<file path="config.mk">
export PLATFORM = sky130hd
export DESIGN_NAME = shift_cluster
export DESIGN_NICKNAME = d
export VERILOG_FILES = /design/src/source/shift_pkg.sv /design/src/source/request_queue.sv /design/src/source/issue_arbiter.sv /design/src/source/barrel_shifter.sv /design/src/source/shift_pipeline.sv /design/src/source/shift_cluster.sv
export VERILOG_INCLUDE_DIRS = /design/src /design/src/include
export SDC_FILE = /design/constraint.sdc
export NUM_CORES = 1
export LEC_CHECK = 0
export BUFFER_PORTS_ARGS = -buffer_cell sky130_fd_sc_hd__buf_2
export CAP_MARGIN = 20
export CORE_MARGIN = 2
export CORE_UTILIZATION = 60
export CTS_BUF_LIST = sky130_fd_sc_hd__clkbuf_4
export DETAILED_ROUTE_END_ITERATION = 8
export HOLD_SLACK_MARGIN = 0.15
export MAX_ROUTING_LAYER = met4
export PLACE_DENSITY = 0.76
export SYNTH_ARGS = -nofsm -noshare
export SYNTH_HDL_FRONTEND = slang
export SYNTH_HIERARCHICAL = 1
export SYNTH_SLANG_ARGS = --single-unit
</file>
<file path="constraint.sdc">
create_clock -name clk -period 5 [get_ports clk]
set_clock_uncertainty 0.05 [all_clocks]
set_input_delay 1 -clock clk [delete_from_list [all_inputs] [get_ports clk]]
set_output_delay 1 -clock clk [all_outputs]
set_load 0.005 [all_outputs]
</file>
<file path="src/include/shift_config.svh">
`ifndef SHIFT_CONFIG_SVH
`define SHIFT_CONFIG_SVH

// operand and result width in bits, the shift amount width follows from it
`define SHIFT_DATA_WIDTH 32

// entries per request queue
// each sender starts out with this many credits
`define SHIFT_QUEUE_DEPTH 4

`define SHIFT_NUM_PORTS 2 // issue ports sharing the one shift pipeline

`endif

</file>
<file path="src/source/shift_pkg.sv">
`default_nettype none

`include "shift_config.svh"

package shift_pkg;

    typedef logic [`SHIFT_DATA_WIDTH-1:0] data_t;
    typedef logic [$clog2(`SHIFT_DATA_WIDTH)-1:0] shamt_t;
    typedef logic [$clog2(`SHIFT_NUM_PORTS)-1:0] port_id_t;

    // operation encoding, left shifts always fill with zero
    typedef logic [1:0] shift_op_t;
    localparam shift_op_t OP_SLL = 2'd0;
    localparam shift_op_t OP_SRL = 2'd1;
    localparam shift_op_t OP_SRA = 2'd2;

    typedef struct packed {
        shift_op_t op;
        shamt_t    shamt;
        data_t     data;
    } shift_req_t;

    typedef struct packed {
        port_id_t   port; // requesting port, carried through to the result
        shift_req_t req;
    } issue_t;

    typedef struct packed {
        port_id_t port;
        data_t    data;
    } shift_result_t;

endpackage

`default_nettype wire

</file>
<file path="src/source/request_queue.sv">
`default_nettype none

module request_queue import shift_pkg::*; #(
    parameter int DEPTH = 4
) (
    input  wire logic       clk,
    input  wire logic       arst_n,
    input  wire logic       push,
    input  wire shift_req_t push_req,
    input  wire logic       pop,
    output logic            not_empty,
    output shift_req_t      head,
    output logic            credit
);

    localparam int PTR_W = (DEPTH > 1) ? $clog2(DEPTH) : 1;
    localparam int CNT_W = $clog2(DEPTH + 1);

    shift_req_t mem [DEPTH];
    logic [PTR_W-1:0] wr_ptr;
    logic [PTR_W-1:0] rd_ptr;
    logic [CNT_W-1:0] count;

    // entries are written blindly, the sender's credits keep it from overrunning
    always_ff @(posedge clk) begin
        if (push) begin
            mem[wr_ptr] <= push_req;
        end
    end

    always_ff @(posedge clk or negedge arst_n) begin
        if (!arst_n) begin
            wr_ptr <= '0;
            rd_ptr <= '0;
            count  <= '0;
            credit <= 1'b0;
        end else begin
            if (push) begin
                if (wr_ptr == PTR_W'(DEPTH - 1)) begin
                    wr_ptr <= '0;
                end else begin
                    wr_ptr <= wr_ptr + 1'b1;
                end
            end
            if (pop) begin
                if (rd_ptr == PTR_W'(DEPTH - 1)) begin
                    rd_ptr <= '0;
                end else begin
                    rd_ptr <= rd_ptr + 1'b1;
                end
            end
            count  <= count + CNT_W'(push) - CNT_W'(pop);
            credit <= pop; // one credit back per released entry
        end
    end

    assign not_empty = (count != '0);
    assign head      = mem[rd_ptr]; // head is only meaningful while not_empty

endmodule

`default_nettype wire

</file>
<file path="src/source/issue_arbiter.sv">
`default_nettype none

`include "shift_config.svh"

module issue_arbiter import shift_pkg::*; (
    input  wire logic                        clk,
    input  wire logic                        arst_n,
    input  wire logic [`SHIFT_NUM_PORTS-1:0] not_empty,
    input  wire shift_req_t                  head0,
    input  wire shift_req_t                  head1,
    output logic [`SHIFT_NUM_PORTS-1:0]      pop,
    output logic                             issue_valid,
    output issue_t                           issue
);

    port_id_t prio;   // port that wins when both queues hold work
    port_id_t winner;

    // the favoured port goes first, the other one only if it has nothing
    always_comb begin
        winner = prio;
        if (!not_empty[prio]) begin
            winner = ~prio;
        end
    end

    assign issue_valid = |not_empty;

    always_comb begin
        pop = '0;
        if (issue_valid) begin
            pop[winner] = 1'b1;
        end
    end

    assign issue.port = winner;
    assign issue.req  = winner ? head1 : head0;

    // after a grant the other port gets priority, so back to back
    // contention alternates starting with port 0
    always_ff @(posedge clk or negedge arst_n) begin
        if (!arst_n) begin
            prio <= '0;
        end else if (issue_valid) begin
            prio <= ~winner;
        end
    end

endmodule

`default_nettype wire

</file>
<file path="src/source/barrel_shifter.sv">
`default_nettype none

`include "shift_config.svh"

module barrel_shifter import shift_pkg::*; #(
    parameter int DATA_WIDTH = `SHIFT_DATA_WIDTH
) (
    input  wire data_t  d_in,
    input  wire shamt_t shamt,
    input  wire logic   arith,
    input  wire logic   right,
    output data_t       d_out
);

    localparam int STAGES = $clog2(DATA_WIDTH);

    logic [DATA_WIDTH-1:0] d_rev;
    logic [DATA_WIDTH-1:0] stage [STAGES+1];
    logic [DATA_WIDTH-1:0] out_rev;
    logic                  fill;

    // sign fill only on arithmetic right shifts, the decoder never sets arith for left
    assign fill = arith & d_in[DATA_WIDTH-1];

    // the array only shifts right, a left shift runs on the mirrored word
    for (genvar i = 0; i < DATA_WIDTH; i++) begin : g_rev_in
        assign d_rev[i] = d_in[DATA_WIDTH-1-i];
    end

    assign stage[0] = right ? d_in : d_rev;

    // stage k moves the word right by 2**k when shamt bit k is set
    for (genvar k = 0; k < STAGES; k++) begin : g_stage
        localparam int STEP = 1 << k;
        assign stage[k+1] = shamt[k]
                          ? {{STEP{fill}}, stage[k][DATA_WIDTH-1:STEP]}
                          : stage[k];
    end

    for (genvar i = 0; i < DATA_WIDTH; i++) begin : g_rev_out
        assign out_rev[i] = stage[STAGES][DATA_WIDTH-1-i];
    end

    assign d_out = right ? stage[STAGES] : out_rev; // mirror back for left shifts

endmodule

`default_nettype wire

</file>
<file path="src/source/shift_pipeline.sv">
`default_nettype none

`include "shift_config.svh"

module shift_pipeline import shift_pkg::*; (
    input  wire logic   clk,
    input  wire logic   arst_n,
    input  wire logic   issue_valid,
    input  wire issue_t issue,
    output logic        res_valid,
    output shift_result_t res
);

    logic   iss_valid;
    issue_t iss;
    logic   arith;
    logic   right;
    data_t  shifted;

    // issue register, first edge
    always_ff @(posedge clk or negedge arst_n) begin
        if (!arst_n) begin
            iss_valid <= 1'b0;
        end else begin
            iss_valid <= issue_valid;
        end
    end

    always_ff @(posedge clk) begin
        if (issue_valid) begin
            iss <= issue;
        end
    end

    assign arith = (iss.req.op == OP_SRA);
    assign right = (iss.req.op != OP_SLL); // both SRL and SRA go right

    barrel_shifter #(
        .DATA_WIDTH (`SHIFT_DATA_WIDTH)
    ) barrel_shifter_i (
        .d_in  (iss.req.data),
        .shamt (iss.req.shamt),
        .arith (arith),
        .right (right),
        .d_out (shifted)
    );

    // result register on the second edge keeps the port tag with its word
    always_ff @(posedge clk or negedge arst_n) begin
        if (!arst_n) begin
            res_valid <= 1'b0;
        end else begin
            res_valid <= iss_valid;
        end
    end

    always_ff @(posedge clk) begin
        if (iss_valid) begin
            res.port <= iss.port;
            res.data <= shifted;
        end
    end

endmodule

`default_nettype wire

</file>
<file path="src/source/shift_cluster.sv">
`default_nettype none

`include "shift_config.svh"

module shift_cluster import shift_pkg::*; (
    input  wire logic                        clk,
    input  wire logic                        arst_n,
    input  wire logic [`SHIFT_NUM_PORTS-1:0] req_valid,
    input  wire shift_req_t                  req0,
    input  wire shift_req_t                  req1,
    output logic [`SHIFT_NUM_PORTS-1:0]      credit,
    output logic                             res_valid,
    output shift_result_t                    res
);

    logic [`SHIFT_NUM_PORTS-1:0] not_empty;
    logic [`SHIFT_NUM_PORTS-1:0] pop;
    shift_req_t                  head0;
    shift_req_t                  head1;
    logic                        issue_valid;
    issue_t                      issue;

    request_queue #(
        .DEPTH (`SHIFT_QUEUE_DEPTH)
    ) request_queue_0_i (
        .clk       (clk),
        .arst_n    (arst_n),
        .push      (req_valid[0]),
        .push_req  (req0),
        .pop       (pop[0]),
        .not_empty (not_empty[0]),
        .head      (head0),
        .credit    (credit[0])
    );

    request_queue #(
        .DEPTH (`SHIFT_QUEUE_DEPTH)
    ) request_queue_1_i (
        .clk       (clk),
        .arst_n    (arst_n),
        .push      (req_valid[1]),
        .push_req  (req1),
        .pop       (pop[1]),
        .not_empty (not_empty[1]),
        .head      (head1),
        .credit    (credit[1])
    );

    issue_arbiter issue_arbiter_i (
        .clk         (clk),
        .arst_n      (arst_n),
        .not_empty   (not_empty),
        .head0       (head0),
        .head1       (head1),
        .pop         (pop),
        .issue_valid (issue_valid),
        .issue       (issue)
    );

    shift_pipeline shift_pipeline_i (
        .clk         (clk),
        .arst_n      (arst_n),
        .issue_valid (issue_valid),
        .issue       (issue),
        .res_valid   (res_valid),
        .res         (res)
    );

endmodule

`default_nettype wire

</file>
After elaboration in Yosys (flattened, before gate mapping)
Memory sizes are Yosys's and may differ from the RTL's. Index checks and enable logic that the tools add are counted.

Logic and storage cells: 65. Bits of input ports: 82. Output and inout port bits: 36. Memories kept: 2. Register bits: 92. Bits in writable memories: 312.

Reductions and logical operators: 5. Multiplexer cells: 22. Add/sub/neg operators: 8. $lt $le $gt $ge: 3. Bitwise gates (word level): 3. Equality and inequality tests: 5.

Memory list: request_queue_0_i.mem (words 4, bits a word 39, rd ports 1, clocked after memory_dff 0, wr ports 1, RTL line request_queue.sv:19) `shift_req_t mem [DEPTH];`; request_queue_1_i.mem (words 4, bits a word 39, rd ports 1, clocked after memory_dff 0, wr ports 1, RTL line request_queue.sv:19).

Operators with widths (number): $mux W32 (7); $mux W39 (1); $eq A2 B2 Y1 const B (5); $mux W2 (5); $add A2 B1 Y2 const B (4); $mux W1 (8); $add A3 B1 Y3 (2); $reduce_bool A3 Y1 (2); $sub A3 B1 Y3 (2); $lt A1 B2 Y1 const B (2); $not A1 Y1 (2); $reduce_bool A2 Y1 (1); $reduce_or A2 Y1 (1); $and A1 B1 Y1 (1); $demux W1 S1 (1); $ge A1 B1 Y1 const B (1); $logic_and A1 B1 Y1 (1).

Depth between registers and ports, before layout
Gate-level depths: netlist (run 1).

Word-level depth: 10. Gate-level depth with buffers: 11. Mapped depth without buffers: 9.

By module
Netlist (run 1), hierarchy kept.

Modules (own cells, without submodules): request_queue (area each 6105.9 µm², sequential area each 4884.7 µm², cells each 240, times used 2); barrel_shifter (area each 3408.3 µm², sequential area each 0.0 µm², cells each 429, times used 1); shift_pipeline (area each 2254.7 µm², sequential area each 2242.2 µm², cells each 77, times used 1); issue_arbiter (area each 558.0 µm², sequential area each 25.0 µm², cells each 52, times used 1).

Least setup slack after synthesis (run 1)
No wires, ideal clock.

Path kind: reg2reg. Start: register shift_pipeline_i/iss[38] in the netlist's numbering. End: register shift_pipeline_i/res[27] (netlist name). Data required time: 4690 ps. Buffers on the path: 1. Clock period less this slack: 2525 ps. Cell stages (with the launch flop): 9. Arrival time: 2215 ps. Path slack: 2475 ps. Setup time: 260 ps. Cell sequence: edfxtp_1 > or2_1 > buf_2 > or2_2 > o22ai_2 > nor2_1 > mux2_2 > a221o_1 > mux2_2.

Cells in the longest elaborated chain, start to end: 8. Elaborated cells on any way between the ends: 10. Classes of those cells: eq/ne: 1; mux: 7; bitwise: 1; reduce/logical: 1.

RTL lines: start, declared (RTL line shift_pipeline.sv:15) `issue_t iss;`; start signal, assigned (RTL line shift_pipeline.sv:31) `iss <= issue;`; $reduce_bool A2 Y1 * (RTL line shift_pipeline.sv:36) `assign right = (iss.req.op != OP_SLL);`; named net shift_pipeline_i.right (RTL line shift_pipeline.sv:17) `logic right;`; $mux W32 (RTL line barrel_shifter.sv:30) `assign stage[0] = right ? d_in : d_rev;`; $mux W32 (5 in series) (RTL line barrel_shifter.sv:36) `? {{STEP{fill}}, stage[k][DATA_WIDTH-1:STEP]}`; $mux W32 * (RTL line barrel_shifter.sv:44) `assign d_out = right ? stage[STAGES] : out_rev;`; named net shift_pipeline_i.shifted[27] (RTL line shift_pipeline.sv:18) `data_t shifted;`.

Mark *: on every way through the listed nets, which the timed path passes. The rest lies on a longest branch. A chain may end at the register's enable or synchronous reset.

Worst setup path after layout (run 1)
Start: register shift_pipeline_i/iss[37] in the netlist's numbering. End: register shift_pipeline_i/res[26] (netlist name).

Cells in the longest elaborated chain, start to end: 8. Elaborated cells on any way between the ends: 10. Classes of those cells: eq/ne: 1; mux: 7; bitwise: 1; reduce/logical: 1.

RTL lines (RTL line): $reduce_bool A2 Y1 * (shift_pipeline.sv:36); named net shift_pipeline_i.right (shift_pipeline.sv:17); $mux W32 (barrel_shifter.sv:30); $mux W32 (5 in series) (barrel_shifter.sv:36); $mux W32 * (barrel_shifter.sv:44); named net shift_pipeline_i.shifted[26] (shift_pipeline.sv:18).

Marked as above.

==> impl_metrics.json, run 1 <==
{
  "cts_setup_buffers": 0,
  "nets": 1317,
  "share_of_synthesized_flip_flops_with_an_asynchronous_set_or_reset_pct": 4.70,
  "timing.critical_path.fanout_max": 34,
  "fraction_of_power_spent_switching_nets_pct": 37.7,
  "die_h_um": 179,
  "avgRoutedWirePerCell_um": 25.1,
  "hold_depth": 0,
  "post_cts.resized_instances": 0,
  "fp-row-count": 64,
  "numPortBuffers": 117,
  "first_global_vias": 10800,
  "synth-seq-cells": 404,
  "global_route_wire_length_before_repair_mm": 63.5,
  "r2r.worst_path.cells": 8,
  "grt-ovfl-total": 0,
  "vias_per_cell": 6.28,
  "post_synth_num_cell_types": 73,
  "timing.critical_path.required_ns": 5.36,
  "synth_ff_type": "sky130_fd_sc_hd__edfxtp_1",
  "grt.total_usage_pct": 28.1,
  "synth_fp_nets": 1136,
  "setup_viol_count_final": 0,
  "cts_hold_buffers": 1,
  "timing.critical_path.slowest_stage_cell": "sky130_fd_sc_hd__a221oi_2",
  "drt.antenna.violating_nets": 0,
  "final.hold.worst_slack_ns": 0.371,
  "htree_num_levels": 3,
  "timing.critical_path.from_type": "register",
  "period_needed_ns": 3.54,
  "timing.critical_path.arrival_ns": 3.90,
  "synthesized_netlist_cell_count": 1038,
  "cts_max_path_buffers": 3,
  "buffer_cell_driving_the_clock_tree_root": "sky130_fd_sc_hd__clkbuf_4",
  "grt_antenna_before_repair": 6,
  "globalplace.congestion": 0.974,
  "drive_gt1_share_pct": 36.7,
  "synth.yosys.seq_area_share_pct": 65.3,
  "finalSetupTns_ns": 0,
  "min_period_over_period_pct": 70.7,
  "final.fill_count": 2078,
  "hpwlAfterDp_mm": 27.3,
  "worst_pin_slew_ns": 0.943,
  "tritoncts": "done",
  "power.leakage_nw": 7.40,
  "min-delay-path-class": "register to register",
  "slew_viol_final": 0,
  "max_stage_delay_ns": 0.63,
  "sequential_share_of_power_pct": 38.0,
  "die_width_um": 179,
  "detail_route.wirelength_mm": 42.5,
  "slew_headroom_pct": 37.1,
  "dpl_cell_area_um2": 19200,
  "combinationalPowerShare_pct": 44.1,
  "clock_insertion_delay_worst_skew_ns": 0.74,
  "sinks_on_clock_net": 404,
  "cellPowerDensity_nw_per_um2": 704,
  "post_synth.cell_area_avg_um2": 17.8,
  "routed-via-count": 10600,
  "finalHoldViolCount": 0,
  "max_freq_mhz": 283,
  "cap_violations": 0,
  "grt_max_degree": 42,
  "layout.core_utilization_pct": 67.4,
  "io_pins": 118,
  "detail_route.iter0.violations": 1242,
  "starting_utilization_of_the_core_area_pct": 60.6,
  "growth_of_design_area_from_synthesis_to_finish_pct": 11.2,
  "synth-warning-count": 6,
  "vdd.ir_drop.worst_uv": 453,
  "synth.cell_area_um2": 18400,
  "core_um2": 30400,
  "post-route-drc-count": 0,
  "tritoncts.num_buffers": 98,
  "net-switching-power_mw": 5.45,
  "tritonroute_pass_1_iters": 6,
  "postLayoutCellArea_um2": 20500,
  "crit_top_cell": "sky130_fd_sc_hd__mux2i_1",
  "critical_path.endpoint_type": "register",
  "die_area_um2": 32100,
  "clkSlewWorstSetupHoldPaths_ns": 0.07,
  "status": "completed",
  "power.share.clock_pct": 17.8,
  "path_cells": "or2_2 > buf_4 > mux2i_1 > a21oi_1 > a221oi_2 > a21boi_0 > nor4_1 > mux2i_1",
  "internal_power_mw": 8.99,
  "unrepaired_setup_endpoints_after_global_routing": "no",
  "ff2ff_setup_slack_ns": 1.46,
  "timing.setup.critical_path_class": "register to register",
  "synth_edf_count": 385
}
layout make-up:
class                           count  area, um^2  share of cell area [%]
Inverter                           20        75.1                   0.366
Clock inverter                     30         151                   0.739
Clock buffer                      141        1060                    5.16
Timing Repair Buffer              144         826                    4.03
Antenna cell                        7        17.5                  0.0855
Multi-Input combinational cell    551        5830                    28.4
Tap cell                          396         495                    2.42
Sequential cell                   404       12000                    58.8
stage by stage:
stage          worst slack, ns  cells  total power [mW]
5_1_grt                   1.32   1692              15.2
2_1_floorplan             2.47   1038              10.1
6_report                  1.46   1693              14.4
3_5_place_dp              1.53   1512              11.8
3_3_place_gp              1.64   1511              11.7
4_1_cts                   1.51   1684              14.4
Yosys cell counts, types with 6 or more instances:
| cell type | instances | share of area, % |
|---|---|---|
| sky130_fd_sc_hd__buf_6 | 11 | 0.67 |
| sky130_fd_sc_hd__nand2b_1 | 9 | 0.31 |
| sky130_fd_sc_hd__mux4_2 | 94 | 11 |
| sky130_fd_sc_hd__o21ai_0 | 16 | 0.43 |
| sky130_fd_sc_hd__mux2i_1 | 67 | 3.6 |
| sky130_fd_sc_hd__o22ai_1 | 16 | 0.54 |
| sky130_fd_sc_hd__a211oi_1 | 7 | 0.29 |
| sky130_fd_sc_hd__clkbuf_1 | 20 | 0.41 |
| sky130_fd_sc_hd__a32oi_1 | 6 | 0.29 |
| sky130_fd_sc_hd__a21oi_1 | 21 | 0.57 |
| sky130_fd_sc_hd__nand2_1 | 45 | 0.92 |
| sky130_fd_sc_hd__ha_1 | 14 | 0.95 |
| sky130_fd_sc_hd__nor3_1 | 10 | 0.27 |
| sky130_fd_sc_hd__inv_1 | 16 | 0.33 |
| sky130_fd_sc_hd__mux2_4 | 6 | 0.49 |
| sky130_fd_sc_hd__and2_1 | 13 | 0.44 |
| sky130_fd_sc_hd__or3_1 | 6 | 0.20 |
| sky130_fd_sc_hd__buf_2 | 14 | 0.38 |
| sky130_fd_sc_hd__edfxtp_1 | 385 | 63 |
| sky130_fd_sc_hd__mux4_1 | 6 | 0.86 |
| sky130_fd_sc_hd__nor2_1 | 39 | 0.79 |
| sky130_fd_sc_hd__mux2_1 | 16 | 0.98 |
| sky130_fd_sc_hd__buf_12 | 8 | 0.87 |
| sky130_fd_sc_hd__mux2_2 | 56 | 3.4 |
| sky130_fd_sc_hd__a22oi_1 | 10 | 0.41 |
| sky130_fd_sc_hd__dfrtp_1 | 19 | 2.6 |
| sky130_fd_sc_hd__o221ai_1 | 6 | 0.29 |
placed cells by master, fill, tap and decap left out, drive strengths merged, types with 18 or more instances in the layout:
master	n
edfxtp	385
buf	143
clkbuf	141
mux4	100
mux2	78
mux2i	67
nand2	45
nor2	40
clkinv	30
a21oi	22
o21ai	19
dfrtp	19
inv	18
power by group through the flow:
stage | clock network, mW | logic (mW) | registers (mW)
6_report | 2.57 | 6.37 | 5.49
3_5_place_dp | 0 | 6.19 | 5.61
5_1_grt | 2.83 | 6.80 | 5.58
2_1_floorplan | 0 | 4.91 | 5.15
3_3_place_gp | 0 | 6.15 | 5.58
4_1_cts | 2.65 | 6.23 | 5.54
final timing paths:
kind | to | start
min in group asynchronous | request_queue_1_i/count[2] | arst_n
max | shift_pipeline_i/res[26] | shift_pipeline_i/iss[37]
max in group asynchronous | request_queue_1_i/rd_ptr[1] | arst_n
min | shift_pipeline_i/res[32] | shift_pipeline_i/iss[39]
min reg2reg | shift_pipeline_i/res[32] | shift_pipeline_i/iss[39]
max reg2reg | shift_pipeline_i/res[26] | shift_pipeline_i/iss[37]
per-layer routing:
metal | wire length (um) | GRT usage, %
met1 | 17600 | 38.7
met2 | 20400 | 42.7
met3 | 3630 | 5.77
met4 | 930 | 8.90
met5 | 0 | -
sequential cells by signal, indices dropped and copies added (netlist names), 3 cells and up:
name	cells
request_queue_0_i/mem	156
shift_pipeline_i/iss	40
request_queue_0_i/count	3
shift_pipeline_i/res	33
request_queue_1_i/count	3
request_queue_1_i/mem	156
worst max-delay path, delay by kind of cell, from the launching register on:
kind | cells | cell delay (ns)
AOI/OAI and AO/OA | 3 | 0.94
and+or+nand+nor | 2 | 0.85
buffers and inverters | 1 | 0.51
muxes | 2 | 0.48
DFF | 1 | 0.34
cell families after synthesis:
| family | count (synthesis) | share of synthesized area, % |
|---|---|---|
| AO/OA/AOI/OAI | 140 | 5.49 |
| buffers and inverters | 83 | 3.16 |
| XOR/XNOR | 5 | 0.278 |
| adder cells (fa/ha/maj) | 16 | 1.17 |
| AND/OR/NAND/NOR | 145 | 3.73 |
| multiplexers | 245 | 20.9 |
| flip-flops | 404 | 65.3 |
Note: power is estimated with default switching activity, not from simulation.
==> inputs of run 2 (changes only) <==
==> constraint.sdc (replaced) <==
create_clock -name clk -period 3.5 [get_ports clk]
set_clock_uncertainty 0.05 [all_clocks]
set_input_delay 0.7 -clock clk [delete_from_list [all_inputs] [get_ports clk]]
set_output_delay 0.7 -clock clk [all_outputs]
set_load 0.005 [all_outputs]
==> impl_metrics.json, run 2 (synthesis gave the netlist of run 1 again) <==
{
  "globalplace.congestion": 0.987,
  "avgRoutedWirePerCell_um": 25.1,
  "timing.critical_path.fanout_max": 14,
  "overall_power_after_layout_mw": 21.0,
  "detail_route.iter0.violations": 1237,
  "finalHoldViolCount": 0,
  "grt.total_usage_pct": 29.5,
  "first_global_vias": 11600,
  "slew_viol_final": 0,
  "grt_max_degree": 69,
  "detail_route.wirelength_mm": 44.7,
  "drt.antenna.violating_nets": 0,
  "hpwlAfterDp_mm": 29.5,
  "post_cts.resized_instances": 0,
  "min_period_over_period_pct": 90.3,
  "grt_antenna_before_repair": 2,
  "final.fill_count": 1963,
  "numPortBuffers": 117,
  "routed-via-count": 11100,
  "timing.setup.critical_path_class": "register to register",
  "nets": 1414,
  "grt-ovfl-total": 0,
  "period_needed_ns": 3.16,
  "layout_common_cells": "sky130_fd_sc_hd__edfxtp_1, sky130_fd_sc_hd__clkbuf_4, sky130_fd_sc_hd__buf_2, sky130_fd_sc_hd__mux4_2, sky130_fd_sc_hd__dlygate4sd3_1",
  "timing.critical_path.from_type": "register",
  "sequential_standard_cell_area_um2": 12000,
  "status": "completed",
  "clock_insertion_delay_worst_skew_ns": 0.75,
  "global_route_wire_length_before_repair_mm": 67.3,
  "finalSetupTns_ns": 0,
  "core_um2": 30400,
  "critical_path.endpoint_type": "register",
  "power.leakage_nw": 7.82,
  "vias_per_cell": 6.21,
  "drive_gt1_share_pct": 35.2,
  "cts_setup_buffers": 0,
  "setup_viol_count_final": 0,
  "min-delay-path-class": "input pin to asynchronous set/reset pin",
  "cellPowerDensity_nw_per_um2": 981,
  "max_freq_mhz": 316,
  "fp-row-count": 64,
  "regs_by_ff_count": "request_queue_0_i/mem: 156 flops, request_queue_1_i/mem: 156 flops, shift_pipeline_i/iss: 40 flops",
  "die_width_um": 179,
  "unrepaired_setup_endpoints_after_global_routing": "no",
  "die_h_um": 179,
  "timing.critical_path.arrival_ns": 3.55,
  "sinks_on_clock_net": 404,
  "die_area_um2": 32100,
  "htree_num_levels": 3,
  "tritonroute_pass_1_iters": 5,
  "cts_max_path_buffers": 3,
  "worst_pin_slew_ns": 1.07,
  "starting_utilization_of_the_core_area_pct": 60.6,
  "multiInputGateArea_um2": 5830,
  "buffer_cell_driving_the_clock_tree_root": "sky130_fd_sc_hd__clkbuf_4",
  "timing.critical_path.required_ns": 3.89,
  "post-route-drc-count": 0,
  "slew_headroom_pct": 28.8,
  "io_pins": 118,
  "vdd.ir_drop.worst_uv": 609,
  "tritoncts": "done",
  "cap_violations": 0,
  "clkSlewWorstSetupHoldPaths_ns": 0.07,
  "tritoncts.num_buffers": 96,
  "mostFrequentLayoutCell": "sky130_fd_sc_hd__edfxtp_1",
  "growth_of_design_area_from_synthesis_to_finish_pct": 16.4
}
[run 2: final cells by class]
type / count / share of cell area, %
Antenna cell: 2 / 0.0233
Clock buffer: 137 / 4.80
Clock inverter: 30 / 0.700
Inverter: 20 / 0.350
Multi-Input combinational cell: 551 / 27.2
Sequential cell: 404 / 56.1
Tap cell: 396 / 2.31
Timing Repair Buffer: 243 / 8.49
[run 2: path summary, 6_finish.rpt]
check / slack (ns) / cells past startpoint / from / endpoint
max: 0.34 / 7 / shift_pipeline_i/iss[37] / shift_pipeline_i/res[14]
min: 0.38 / 2 / arst_n / request_queue_1_i/wr_ptr[1]
max reg2reg: 0.34 / 7 / shift_pipeline_i/iss[37] / shift_pipeline_i/res[14]
min reg2reg: 0.38 / 0 / shift_pipeline_i/iss_valid / shift_pipeline_i/res_valid
max in group asynchronous: 2.67 / 2 / arst_n / request_queue_1_i/rd_ptr[1]
min in group clk: 0.39 / 0 / shift_pipeline_i/iss_valid / shift_pipeline_i/res_valid
[run 2: metal layers]
layer,track usage [%],vias up,routed length (um)
met4,10.5,0,1260
met5,-,-,0
met1,39.6,5633,18500
li1,-,4851,-
met2,46.1,496,22100
met3,5.32,90,2870
[run 2: report_power, final]
| part | internal (mW) | switching [mW] |
|---|---|---|
| Combinational | 4.35 | 5.24 |
| Clock | 1.87 | 1.80 |
| Sequential | 6.85 | 0.932 |
| Total | 13.1 | 7.98 |
[run 2: through the flow]
step / setup slack (ns) / utilization (%) / instances / instance area [um^2] / hold WS [ns]
4_1_cts: 0.362 / 70.5 / 1781 / 21400 / 0.309
2_1_floorplan: 0.975 / - / 1038 / 18400 / 0.350
6_report: 0.340 / 70.5 / 1783 / 21400 / 0.385
3_3_place_gp: 0.433 / 63.9 / 1533 / 19500 / 0.353
3_5_place_dp: 0.415 / 63.9 / 1533 / 19500 / 0.369
5_1_grt: 0.139 / 70.5 / 1783 / 21400 / 0.385
[run 2: timing repair]
item,4_1_cts,5_1_grt
setup endpoints to repair,0,0
hold endpoints to repair,335,0
hold buffers,81,0
[run 2: worst max-delay path, cell delays in order, from the launching register on]
cell	delay, ns
sky130_fd_sc_hd__edfxtp_1	0.38
sky130_fd_sc_hd__or2_2	0.41
sky130_fd_sc_hd__buf_4	0.24
sky130_fd_sc_hd__mux4_2	0.43
sky130_fd_sc_hd__o21ai_1	0.46
sky130_fd_sc_hd__o21ai_0	0.23
sky130_fd_sc_hd__a221oi_1	0.50
sky130_fd_sc_hd__a21oi_1	0.15
